<file path="config.mk">
export PLATFORM = sky130hd
export DESIGN_NAME = xdig
export DESIGN_NICKNAME = d
export VERILOG_FILES = /design/src/hw/xdig_pkg.sv /design/src/hw/irq_latch.sv /design/src/hw/multiboot_seq.sv /design/src/hw/pulse_gen.sv /design/src/hw/sync_select.sv /design/src/hw/trig_filter.sv /design/src/hw/trig_router.sv /design/src/hw/xdig.sv /design/src/hw/xdig_regs.sv
export VERILOG_INCLUDE_DIRS = /design/src /design/src/hw
export SDC_FILE = /design/constraint.sdc
export NUM_CORES = 1
export LEC_CHECK = 0
export ABC_AREA = 1
export CELL_PAD_IN_SITES_DETAIL_PLACEMENT = 0
export CELL_PAD_IN_SITES_GLOBAL_PLACEMENT = 2
export CORE_MARGIN = 2
export CORE_UTILIZATION = 39
export CTS_CLUSTER_SIZE = 25
export DETAILED_ROUTE_END_ITERATION = 12
export DONT_BUFFER_PORTS = 1
export PLACE_DENSITY = 0.93
export SLEW_MARGIN = 20
export SYNTH_ARGS = -nofsm -noshare
export SYNTH_HDL_FRONTEND = slang
export SYNTH_SLANG_ARGS = --single-unit
</file>
<file path="constraint.sdc">
create_clock -name clk -period 4.3 [get_ports clk]
set_input_delay 0.86 -clock clk [delete_from_list [all_inputs] [get_ports clk]]
set_output_delay 0.86 -clock clk [all_outputs]
set_load 0.02 [all_outputs]
</file>
<file path="src/hw/xdig_defines.svh">
`ifndef XDIG_DEFINES_SVH
`define XDIG_DEFINES_SVH

// register map, 4-bit word addresses
`define XDIG_ADDR_VERSION   4'd0
`define XDIG_ADDR_CTRL      4'd1   // write only, strobes
`define XDIG_ADDR_TRIG_SRC  4'd2
`define XDIG_ADDR_FILTER    4'd3
`define XDIG_ADDR_GEN       4'd4
`define XDIG_ADDR_SYNC      4'd5
`define XDIG_ADDR_IRQ_MASK  4'd6
`define XDIG_ADDR_IRQ_CLR   4'd7   // write only, strobes
`define XDIG_ADDR_IRQ       4'd8   // read only
`define XDIG_ADDR_MULTIBOOT 4'd9   // write only, strobe

`define XDIG_VERSION        16'h0110

// clk cycles per generator tick, kept short for simulation
`define XDIG_TICK_CYCLES    8
// bytes in the reboot command sequence
`define XDIG_ICAP_WORDS     12

`endif

</file>
<file path="src/hw/xdig_pkg.sv">
package xdig_pkg;

   typedef logic [15:0] reg_word_t;    // register and bus word
   typedef logic [3:0]  reg_addr_t;

   typedef logic [3:0]  chan_vec_t;    // one bit per RF channel
   typedef logic [4:0]  src_vec_t;     // inputs 1-4 in bits 3:0, generator in bit 4

   // 0 manual only, 1-4 trigger input, 5 generator
   typedef logic [3:0]  trig_sel_t;
   // channel n in bits 4n-1:4n-4
   typedef logic [15:0] trig_src_t;

   typedef logic [2:0]  ant_sel_t;
   typedef logic [4:0]  sync_sel_t;
   typedef logic [7:0]  gen_period_t;  // in generator ticks

   // reboot sequencer
   typedef enum logic [2:0] {
      ICAP_IDLE,
      ICAP_START,
      ICAP_CLK_RISE,
      ICAP_CLK_FALL,
      ICAP_DATA_CHANGE
   } icap_state_t;

endpackage

</file>
<file path="src/hw/irq_latch.sv">
`timescale 1ns/1ps

module irq_latch import xdig_pkg::*; (
   input  logic      clk,
   input  logic      RST,
   input  chan_vec_t event_i,   // channel trigger pulses
   input  chan_vec_t mask_i,
   input  logic      rst_i,     // clears every channel
   input  chan_vec_t clr_i,
   output chan_vec_t irq_o,
   output logic      irq_n_o
);

   chan_vec_t set_v;
   chan_vec_t clr_v;

   assign set_v = event_i & mask_i;
   assign clr_v = clr_i | {4{rst_i}};

   // set/clear per channel, clearing has priority
   always_ff @(posedge clk) begin
      if (RST)
         irq_o <= '0;
      else
         irq_o <= (irq_o | set_v) & ~clr_v;
   end

   assign irq_n_o = ~|irq_o;   // any latched bit pulls the line low

endmodule

</file>
<file path="src/hw/multiboot_seq.sv">
`timescale 1ns/1ps
`include "xdig_defines.svh"

module multiboot_seq import xdig_pkg::*; (
   input  logic       clk,
   input  logic       RST,
   input  logic       start_i,
   output logic       icap_ce_n_o,
   output logic       icap_clk_o,
   output logic [7:0] icap_data_o
);

   icap_state_t state;
   logic [3:0]  word;
   logic [7:0]  byte_v;

   // reboot command stream
   always_comb begin
      case (word)
         4'd2:    byte_v = 8'haa;   // sync word
         4'd3:    byte_v = 8'h99;
         4'd4:    byte_v = 8'h30;   // type 1 write
         4'd5:    byte_v = 8'ha1;
         4'd6:    byte_v = 8'h00;   // reboot
         4'd7:    byte_v = 8'h0e;
         4'd8:    byte_v = 8'h20;   // nop
         default: byte_v = 8'h00;   // leading dummies and trailing nops
      endcase
   end

   // config port takes bit 0 on its msb
   always_comb begin
      for (int i = 0; i < 8; i++)
         icap_data_o[7-i] = byte_v[i];
   end

   // ------------------------------
   // sequencer FSM
   // ------------------------------
   always_ff @(posedge clk) begin
      if (RST) begin
         state       <= ICAP_IDLE;
         word        <= '0;
         icap_ce_n_o <= 1'b1;
         icap_clk_o  <= 1'b0;
      end else begin
         case (state)
            ICAP_IDLE: begin
               word <= '0;
               if (start_i) begin
                  icap_ce_n_o <= 1'b0;
                  state       <= ICAP_START;
               end
            end
            ICAP_START:    state <= ICAP_CLK_RISE;
            ICAP_CLK_RISE: begin
               icap_clk_o <= 1'b1;
               state      <= ICAP_CLK_FALL;
            end
            ICAP_CLK_FALL: begin
               icap_clk_o <= 1'b0;
               state      <= ICAP_DATA_CHANGE;
            end
            ICAP_DATA_CHANGE: begin
               if (word == 4'(`XDIG_ICAP_WORDS - 1)) begin
                  icap_ce_n_o <= 1'b1;   // last byte done
                  state       <= ICAP_IDLE;
               end else begin
                  word  <= word + 1'b1;
                  state <= ICAP_CLK_RISE;
               end
            end
            default: state <= ICAP_IDLE;
         endcase
      end
   end

endmodule

</file>
<file path="src/hw/pulse_gen.sv">
`timescale 1ns/1ps
`include "xdig_defines.svh"

module pulse_gen import xdig_pkg::*; (
   input  logic        clk,
   input  logic        RST,
   input  gen_period_t period_i,
   output logic        gen_o
);

   localparam int PRE_W = $clog2(`XDIG_TICK_CYCLES + 1);

   logic [PRE_W-1:0] presc;
   logic             tick;
   gen_period_t      count;

   assign tick = (presc == '0);

   always_ff @(posedge clk) begin
      if (RST) begin
         presc <= '0;
         count <= '0;
         gen_o <= 1'b0;
      end else begin
         presc <= tick ? PRE_W'(`XDIG_TICK_CYCLES - 1) : presc - 1'b1;
         if (tick) begin
            if (count == 8'd5)
               gen_o <= 1'b1;
            else if (count == 8'd0)
               gen_o <= 1'b0;
            if (count == 8'd0) begin
               if (period_i > 8'd4)   // short periods park the counter
                  count <= period_i;
            end else begin
               count <= count - 1'b1;
            end
         end
      end
   end

endmodule

</file>
<file path="src/hw/sync_select.sv">
`timescale 1ns/1ps

module sync_select import xdig_pkg::*; (
   input  sync_sel_t sel_i,
   input  logic      gen_i,
   input  logic      mcu_trigin_i,
   input  chan_vec_t trig_i,
   input  logic      sync_in_i,
   input  logic      mcu_sync_i,
   output logic      sync_o
);

   always_comb begin
      case (sel_i)
         5'd1:    sync_o = gen_i;
         5'd3:    sync_o = mcu_trigin_i;   // composite trigger flag
         5'd4:    sync_o = trig_i[0];
         5'd5:    sync_o = trig_i[1];
         5'd6:    sync_o = trig_i[2];
         5'd7:    sync_o = trig_i[3];
         5'd24:   sync_o = sync_in_i;      // external loop-through
         default: sync_o = mcu_sync_i;
      endcase
   end

endmodule

</file>
<file path="src/hw/trig_filter.sv">
`timescale 1ns/1ps

module trig_filter import xdig_pkg::*; (
   input  logic      clk,
   input  logic      RST,
   input  logic      trig_n_i,      // active low pin
   input  reg_word_t filter_len_i,
   output logic      trig_o
);

   logic      trig;
   reg_word_t cnt;   // cycles the input has disagreed with trig_o

   assign trig = ~trig_n_i;

   always_ff @(posedge clk) begin
      if (RST) begin
         cnt    <= '0;
         trig_o <= 1'b0;
      end else if (trig == trig_o) begin
         cnt <= '0;                  // glitch over, start again
      end else if (cnt == filter_len_i) begin
         trig_o <= trig;             // held long enough
         cnt    <= '0;
      end else begin
         cnt <= cnt + 1'b1;
      end
   end

endmodule

</file>
<file path="src/hw/trig_router.sv">
`timescale 1ns/1ps

module trig_router import xdig_pkg::*; (
   input  logic      clk,
   input  logic      RST,
   input  src_vec_t  src_i,         // filtered inputs plus generator
   input  trig_src_t trig_src_i,
   input  chan_vec_t man_trig_i,
   output chan_vec_t trig_o,
   output ant_sel_t  ant_sel_o,
   output logic      mcu_trigin_o
);

   src_vec_t  src_dly;
   src_vec_t  rising;
   src_vec_t  falling;
   ant_sel_t  ant_code;
   chan_vec_t fall_sel;
   chan_vec_t rise_sel;

   // edge of the source picked by one channel's select code
   function automatic logic pick_edge(trig_sel_t sel, src_vec_t edges);
      logic hit;
      case (sel)
         4'd1:    hit = edges[0];
         4'd2:    hit = edges[1];
         4'd3:    hit = edges[2];
         4'd4:    hit = edges[3];
         4'd5:    hit = edges[4];   // generator
         default: hit = 1'b0;       // manual only
      endcase
      return hit;
   endfunction

   assign rising  = src_i & ~src_dly;
   assign falling = ~src_i & src_dly;

   // ------------------------------
   // antenna decode
   // ------------------------------
   always_comb begin
      case (rising)
         5'b00001: ant_code = 3'd0;
         5'b00010: ant_code = 3'd1;
         5'b00100: ant_code = 3'd2;
         5'b01000: ant_code = 3'd3;
         5'b10000: ant_code = 3'd5;
         default:  ant_code = 3'd7;   // several at once
      endcase
   end

   always_comb begin
      for (int n = 0; n < 4; n++) begin
         fall_sel[n] = pick_edge(trig_src_i[4*n +: 4], falling);
         rise_sel[n] = pick_edge(trig_src_i[4*n +: 4], rising);
      end
   end

   // ------------------------------
   // registered outputs
   // ------------------------------
   always_ff @(posedge clk) begin
      if (RST) begin
         src_dly      <= '0;
         trig_o       <= '0;
         ant_sel_o    <= 3'd7;
         mcu_trigin_o <= 1'b0;
      end else begin
         src_dly <= src_i;
         trig_o  <= man_trig_i | fall_sel;   // single-cycle pulses
         if (|rising)
            ant_sel_o <= ant_code;
         if (|fall_sel)
            mcu_trigin_o <= 1'b0;            // clear wins
         else if (|rise_sel)
            mcu_trigin_o <= 1'b1;
      end
   end

endmodule

</file>
<file path="src/hw/xdig.sv">
`timescale 1ns/1ps

module xdig import xdig_pkg::*; (
   input  logic       clk,
   input  logic       RST,
   // register bus
   input  reg_addr_t  addr_i,
   input  reg_word_t  wdata_i,
   input  logic       we_i,
   output reg_word_t  rdata_o,
   // trigger and sync pins
   input  chan_vec_t  trig_n_i,
   input  logic       sync_in_i,
   input  logic       mcu_sync_i,
   output ant_sel_t   ant_sel_o,
   output logic       mcu_trigin_o,
   output logic       sync_o,
   output logic       irq_n_o,
   // configuration port
   output logic       icap_ce_n_o,
   output logic       icap_clk_o,
   output logic [7:0] icap_data_o
);

   trig_src_t   trig_src;
   reg_word_t   filter_len;
   gen_period_t gen_period;
   sync_sel_t   sync_sel;
   chan_vec_t   irq_mask;
   chan_vec_t   man_trig;
   logic        irq_rst;
   chan_vec_t   irq_clr;
   logic        mb_start;
   chan_vec_t   irq;
   chan_vec_t   trig_flt;
   logic        gen;
   chan_vec_t   trig;

   xdig_regs regs_i (
      .clk(clk), .RST(RST), .addr_i(addr_i), .wdata_i(wdata_i), .we_i(we_i),
      .irq_i(irq), .rdata_o(rdata_o), .trig_src_o(trig_src),
      .filter_len_o(filter_len), .gen_period_o(gen_period), .sync_sel_o(sync_sel),
      .irq_mask_o(irq_mask), .man_trig_o(man_trig), .irq_rst_o(irq_rst),
      .irq_clr_o(irq_clr), .mb_start_o(mb_start)
   );

   // one filter per trigger pin
   for (genvar n = 0; n < 4; n++) begin : g_filter
      trig_filter filter_i (
         .clk(clk), .RST(RST), .trig_n_i(trig_n_i[n]),
         .filter_len_i(filter_len), .trig_o(trig_flt[n])
      );
   end

   pulse_gen gen_i (
      .clk(clk), .RST(RST), .period_i(gen_period), .gen_o(gen)
   );

   trig_router router_i (
      .clk(clk), .RST(RST), .src_i({gen, trig_flt}), .trig_src_i(trig_src),
      .man_trig_i(man_trig), .trig_o(trig), .ant_sel_o(ant_sel_o),
      .mcu_trigin_o(mcu_trigin_o)
   );

   irq_latch irq_i (
      .clk(clk), .RST(RST), .event_i(trig), .mask_i(irq_mask), .rst_i(irq_rst),
      .clr_i(irq_clr), .irq_o(irq), .irq_n_o(irq_n_o)
   );

   sync_select sync_i (
      .sel_i(sync_sel), .gen_i(gen), .mcu_trigin_i(mcu_trigin_o), .trig_i(trig),
      .sync_in_i(sync_in_i), .mcu_sync_i(mcu_sync_i), .sync_o(sync_o)
   );

   multiboot_seq mboot_i (
      .clk(clk), .RST(RST), .start_i(mb_start), .icap_ce_n_o(icap_ce_n_o),
      .icap_clk_o(icap_clk_o), .icap_data_o(icap_data_o)
   );

endmodule

</file>
<file path="src/hw/xdig_regs.sv">
`timescale 1ns/1ps
`include "xdig_defines.svh"

module xdig_regs import xdig_pkg::*; (
   input  logic        clk,
   input  logic        RST,
   input  reg_addr_t   addr_i,
   input  reg_word_t   wdata_i,
   input  logic        we_i,
   input  chan_vec_t   irq_i,         // latched interrupts for readback
   output reg_word_t   rdata_o,
   output trig_src_t   trig_src_o,
   output reg_word_t   filter_len_o,
   output gen_period_t gen_period_o,
   output sync_sel_t   sync_sel_o,
   output chan_vec_t   irq_mask_o,
   output chan_vec_t   man_trig_o,
   output logic        irq_rst_o,
   output chan_vec_t   irq_clr_o,
   output logic        mb_start_o
);

   // ------------------------------
   // configuration registers
   // ------------------------------
   always_ff @(posedge clk) begin
      if (RST) begin
         trig_src_o   <= '0;
         filter_len_o <= '0;
         gen_period_o <= '0;
         sync_sel_o   <= '0;
         irq_mask_o   <= '0;
      end else if (we_i) begin
         case (addr_i)
            `XDIG_ADDR_TRIG_SRC: trig_src_o   <= wdata_i;
            `XDIG_ADDR_FILTER:   filter_len_o <= wdata_i;
            `XDIG_ADDR_GEN:      gen_period_o <= wdata_i[7:0];
            `XDIG_ADDR_SYNC:     sync_sel_o   <= wdata_i[4:0];
            `XDIG_ADDR_IRQ_MASK: irq_mask_o   <= wdata_i[3:0];
            default: ;
         endcase
      end
   end

   // ------------------------------
   // command strobes, one cycle
   // ------------------------------
   always_ff @(posedge clk) begin
      if (RST) begin
         man_trig_o <= '0;
         irq_rst_o  <= 1'b0;
         irq_clr_o  <= '0;
         mb_start_o <= 1'b0;
      end else begin
         man_trig_o <= '0;
         irq_rst_o  <= 1'b0;
         irq_clr_o  <= '0;
         mb_start_o <= 1'b0;
         if (we_i) begin
            case (addr_i)
               `XDIG_ADDR_CTRL: begin
                  man_trig_o <= wdata_i[11:8];   // manual channel triggers
                  irq_rst_o  <= wdata_i[15];
               end
               `XDIG_ADDR_IRQ_CLR:   irq_clr_o  <= wdata_i[3:0];
               `XDIG_ADDR_MULTIBOOT: mb_start_o <= wdata_i[0];
               default: ;
            endcase
         end
      end
   end

   // read mux
   always_comb begin
      case (addr_i)
         `XDIG_ADDR_VERSION:  rdata_o = `XDIG_VERSION;
         `XDIG_ADDR_TRIG_SRC: rdata_o = trig_src_o;
         `XDIG_ADDR_FILTER:   rdata_o = filter_len_o;
         `XDIG_ADDR_GEN:      rdata_o = {8'b0, gen_period_o};
         `XDIG_ADDR_SYNC:     rdata_o = {11'b0, sync_sel_o};
         `XDIG_ADDR_IRQ_MASK: rdata_o = {12'b0, irq_mask_o};
         `XDIG_ADDR_IRQ:      rdata_o = {12'b0, irq_i};
         default:             rdata_o = '0;   // write-only and unused
      endcase
   end

endmodule

</file>
* Word-level counts from Yosys, hierarchy flattened *
Index checks and enable logic that the tools add are counted.

storage, ports and cells
  output and inout port bits = 32
  bits in registers = 166
  bits in writable memories = 0
  memory bits (read-only) = 0
  bits in latches = 0
  input bits = 29
  memories = 0

operators by class
  multipliers = 0
  divide/modulo/power cells = 0
  bitwise operators = 22
  reduce and logical (&&, ||, !) cells = 33
  magnitude comparators = 1
  eq/ne operators = 65
  shift operators = 0
  mux-type cells = 26
  add/sub/neg operators = 7

operators with widths
  kind                                            count
  one-hot mux 16 bit (7 select lines)             1
  adder 16 x 1 -> 16 bit (second input constant)  4
  == test 16 bit                                  4
  == test 4 x 3 -> 1 bit (second input constant)  15
  == test 4 x 2 -> 1 bit (second input constant)  12
  one-hot mux 8 bit (6 select lines)              1
  one-hot mux 1 bit (5 select lines)              8
  one-hot mux 3 bit (5 select lines)              2
  == test 5 x 3 -> 1 bit (second input constant)  5
  AND reduction 2 bit                             12
  OR reduction 3 bit                              7
  == test 4 x 1 -> 1 bit (second input constant)  5
  == test 4 bit (second input constant)           4
  two-way mux 8 bit                               2
  NOT 1 bit                                       12
  bitwise OR 4 bit                                3
  bitwise AND 5 bit                               2
  == test 5 x 1 -> 1 bit (second input constant)  2
  == test 5 x 2 -> 1 bit (second input constant)  2
  == test 5 bit (second input constant)           2
  NOT 5 bit                                       2
  OR reduction 5 bit                              2
  bitwise AND 4 bit                               2
  == test 8 x 3 -> 1 bit (second input constant)  1
  27 further kinds                                42

* Longest topological paths before layout *
  depth in word-level cells = 4
  depth in mapped cells = 11
  mapped depth without buffers = 11

* Hierarchy *
Synthesis repeated with hierarchy kept, for this count alone.

unflattened totals
  cells, all modules = 1560
  area total of the unflattened synthesis = 9872.0 µm²

by module, submodules not included
  module         cells an instance  area an instance (µm²)  instances  seq. area each (µm²)
  trig_filter    173                1102.3                  4          340.3
  xdig_regs      414                2703.8                  1          1181.1
  trig_router    186                1054.8                  1          260.2
  pulse_gen      137                854.6                   1          260.2
  multiboot_seq  79                 553.0                   1          180.2
  irq_latch      24                 162.7                   1          80.1
  sync_select    28                 133.9                   1          0.0

* Worst setup path after synthesis *
No wires, ideal clock.

  path kind = in2out
  start = input port addr_i[2]
  end = output port rdata_o[8]
  buffers on the path = 1
  stages = 4
  data arrival time = 1.922 ns
  path slack = 1.518 ns
  data required time = 3.440 ns
  cell sequence = nor2_2 > nand2_1 > clkbuf_1 > o21ai_0

on the way
  word-level cells in the longest chain between the ends = 2

ends and longest elaborated chain
  item                                     line             source
  from (decl)                              xdig.sv:7        input reg_addr_t addr_i,
  == test 4 bit (tied with other cells)    xdig_regs.sv:75  case (addr_i)
  one-hot mux 16 bit (7 select lines) (*)  xdig_regs.sv:75
  to (decl)                                xdig.sv:10       output reg_word_t rdata_o,

Mark *: on every way between the ends. The rest lies on a longest branch, timed or not.

* Worst setup path in the final report *
  start = input port addr_i[2]
  end = output port rdata_o[5]

The elaborated chain is that of the path after synthesis.

==> metrics.md <==
| Metric | Value |
|---|---|
| Status | `finished, final reports clean` |
| # IOs | `61` |
| RSZ-0062 raised after global routing | `false` |
| # clock sinks | `between 150 and 200` |
| Clk_skew | `approximately 0.015 ns` |
| Pint | `2.67 mW` |
| Min-Delay Path Class | `flop to flop` |
| Crit path launch type | `primary input` |
| Final hold vios | `0` |
| DR WL/cell | `~16 um` |
| Seq pwr share | `a little over two fifths` |
| Syn avg cell area | `about 6.7 um^2` |
| Period minus WS final | `between 3 and 4 ns` |
| Pre-antenna DRT Iters | `5` |
| Setup ws final | `1.26 ns` |
| Worst skew pair latency | `approximately 0.44 ns` |
| Syn Std Cell Area | `just over 0.009 mm^2` |
| Port Buf Inserts | `0` |
| Die height | `157 um` |
| Critical path required time | `between 3 and 4 ns` |
| Comb pwr share | `roughly 18%` |
| Vias | `roughly 8400` |
| Postcts setup bufs | `0` |
| Layout cells sized above 1 | `roughly 9.0%` |
| Synth top area share | `around 36%` |
| Final core utilization | `a little over two fifths` |
| Synth warnings | `0` |
| Final Cycle Share | `between 70% and 80%` |
| Slew Limit Fails | `0` |
| Clock root cell | `clkbuf_16` |
| Hold WS | `approximately 0.4 ns` |
| Largest net degree at the start of global routing | `34` |
| Fillers | `between 2000 and 2500` |
| Design Area, Final | `0.00996 mm^2` |
| Sw Share | `around a third` |
| Post-synthesis sequential area ratio | `a little over a third` |
| DR iter-0 viols | `between 600 and 700` |
| N_diodes | `0` |
| Switching pwr | `around 1.3 mW` |
| HPWL Detailed | `between 20000 and 25000 um` |
| Final WL | `roughly 27000 um` |
| CP Data Arrival Time | `2.18 ns` |
| Cell count after synthesis | `between 1000 and 1500` |
| Slew headroom | `between 20% and 30%` |
| Yosys top cell by area | `dfxtp_1` |
| Worst slack, placed | `between 1 and 1.5 ns` |
| Final Setup Violations | `0` |
| Non-Filler Instances | `roughly 1700` |
| Antenna-violating nets left | `0` |
| CORE AREA | `0.0228 mm^2` |
| CTS tree | `yes` |
| Leakage | `between 3 and 4 nW` |
| Placed cells | `around 1700` |
| Residual overflow from global routing | `0` |
| Area Growth Syn to Fin | `9.10%` |
| CP Max Fanout | `16` |
| Die Area | `around 0.025 mm^2` |
| Vias per cell | `approximately 5` |
| Synth area leaders | `dfxtp_1 (36%), nand2_1 (12%), inv_1 (7.4%)` |
| Peak VDD IR | `approximately 0.28 mV` |
| Slew @ Worst Pin | `between 1 and 1.5 ns` |
| # hold bufs at CTS | `0` |
| PnR Total Power | `slightly below 4 mW` |
| First-pass GRT wire length | `approximately 42000 um` |
| GP Congestion | `between 0.8 and 0.9` |
| Mapped Nets | `~1400` |
| WS Path Type | `primary input to output port` |
| Nets | `1400` |
| # H-tree levels | `4` |
| Pwr Density | `between 300 and 400 mW/mm^2` |
| CTS Buffer Depth | `2` |
| CTS Buf Count | `17` |
| Post-synth cell types | `between 40 and 50` |
| Clock network fraction of total power | `38.9%` |
| Peak Freq | `329 MHz` |
| Fin Setup TNS | `0 ns` |
| Seq cells post-synth | `166` |
| Post-CTS sizing | `0` |
| Endpoint class of the critical path | `output port` |
| FF+latch area | `between 0.003 and 0.004 mm^2` |
| Initial Utilization | `40.1%` |
| Tot GR Track Use | `22.4%` |
| Initial antenna violation count | `0` |
| Number of global-route vias before repair | `approximately 7700` |
| # Max-Cap Violations | `0` |
| Std cell rows | `55` |
| FF-to-FF setup slack | `roughly 2.4 ns` |
| Cell Area, Placed | `approximately 0.0094 mm^2` |
| Multi-input logic area | `0.00488 mm^2` |
| # DRC | `0` |
| Reg clk slew, reported paths | `~0.07 ns` |
| Die span in x | `157 um` |
metal layers:
| metal | GRT usage (%) | part of all wire [%] |
|---|---|---|
| met2 | 34.8 | 44 |
| met1 | 31.5 | 49 |
| met4 | 6.29 | 2.0 |
| met3 | 4.32 | 4.9 |
| met5 | 0 | 0 |
Yosys cell counts (all sizes together):
cell type  count
a211oi         6
xnor2         20
o221ai         8
o211ai         1
dfxtp        166
conb           1
a21oi         87
a31oi          3
xor2          41
nand3        115
o2111ai        2
o31ai          1
ha            12
clkbuf        14
o311ai         1
o21ai         76
nand3b         1
o41ai          1
nor2         223
nor4           3
nand2        295
inv          200
or2            6
and2           4
nand4         26
nor3          26
o22ai         11
and3           1
buf           13
registers in the layout, summed over array words and instances, names as in the netlist, 3 cells and up:
| register | count |
|---|---|
| router_i.src_dly | 5 |
| regs_i.sync_sel_o | 5 |
| gen_i.count | 8 |
| g_filter.filter_i.trig_o | 4 |
| regs_i.trig_src_o | 16 |
| irq_i.irq_o | 4 |
| router_i.ant_sel_o | 3 |
| regs_i.irq_mask_o | 4 |
| regs_i.filter_len_o | 16 |
| regs_i.man_trig_o | 4 |
| regs_i.gen_period_o | 8 |
| mboot_i.state | 3 |
| gen_i.presc | 4 |
| regs_i.irq_clr_o | 4 |
| g_filter.filter_i.cnt | 64 |
| mboot_i.word | 4 |
| router_i.trig_o | 4 |
placed cells by master, fill, tap and decap left out, drive strengths merged, types with 18 or more instances in the layout:
| master | netlist | routed |
|---|---|---|
| inv | 200 | 206 |
| clkbuf | 14 | 18 |
| nor3 | 26 | 26 |
| nand3 | 115 | 115 |
| nor2 | 223 | 223 |
| nand4 | 26 | 26 |
| o21ai | 76 | 76 |
| a21oi | 87 | 87 |
| dfxtp | 166 | 166 |
| nand2 | 295 | 295 |
| xnor2 | 20 | 20 |
| xor2 | 41 | 41 |
worst max-delay path, cell delays in order:
cell and delay (ns):
nor2_2 0.22, nand2_1 0.43, o221ai_1 0.66
cell families (layout without fill, tap and decap cells):
kind of cell / after synthesis / after routing / share of synthesized area [%]
AND/OR/NAND/NOR: 700 / 700 / 34.1
buffers and inverters: 227 / 235 / 10.2
AO/OA/AOI/OAI: 197 / 197 / 11.8
flip-flops: 166 / 166 / 36.4
XOR/XNOR: 61 / 61 / 5.85
adder cells (fa/ha/maj): 12 / 12 / 1.64
other: 1 / 1 / 0.0411
power groups by stage:
stage | registers (mW) | logic, mW | clock network (mW)
global route | 1.72 | 0.811 | 1.64
detailed placement | 1.75 | 0.705 | 0
finish | 1.71 | 0.706 | 1.54
global placement | 1.75 | 0.703 | 0
CTS | 1.72 | 0.708 | 1.58
floorplan | 1.72 | 0.599 | 0
final cells by class:
type,count,share of cell area (%)
clock buffer,18,4.31
clock inverter,14,1.63
inverter,200,7.56
multi-input combinational,971,49.0
sequential,166,33.4
tap,313,3.93
timing repair buffer,3,0.226
path summary, 6_finish.rpt:
kind | start | endpoint | cells past startpoint
setup reg to reg | regs_i.filter_len_o[3]$_SDFFE_PP0P_ | g_filter[2].filter_i.cnt[3]$_SDFF_PP0_ | 9
hold / removal | regs_i.irq_clr_o[2]$_SDFF_PP0_ | irq_i.irq_o[2]$_SDFF_PP0_ | 1
hold reg to reg | regs_i.irq_clr_o[2]$_SDFF_PP0_ | irq_i.irq_o[2]$_SDFF_PP0_ | 1
setup / recovery | addr_i[2] | rdata_o[5] | 3
Power figures use the tool's default switching activity.
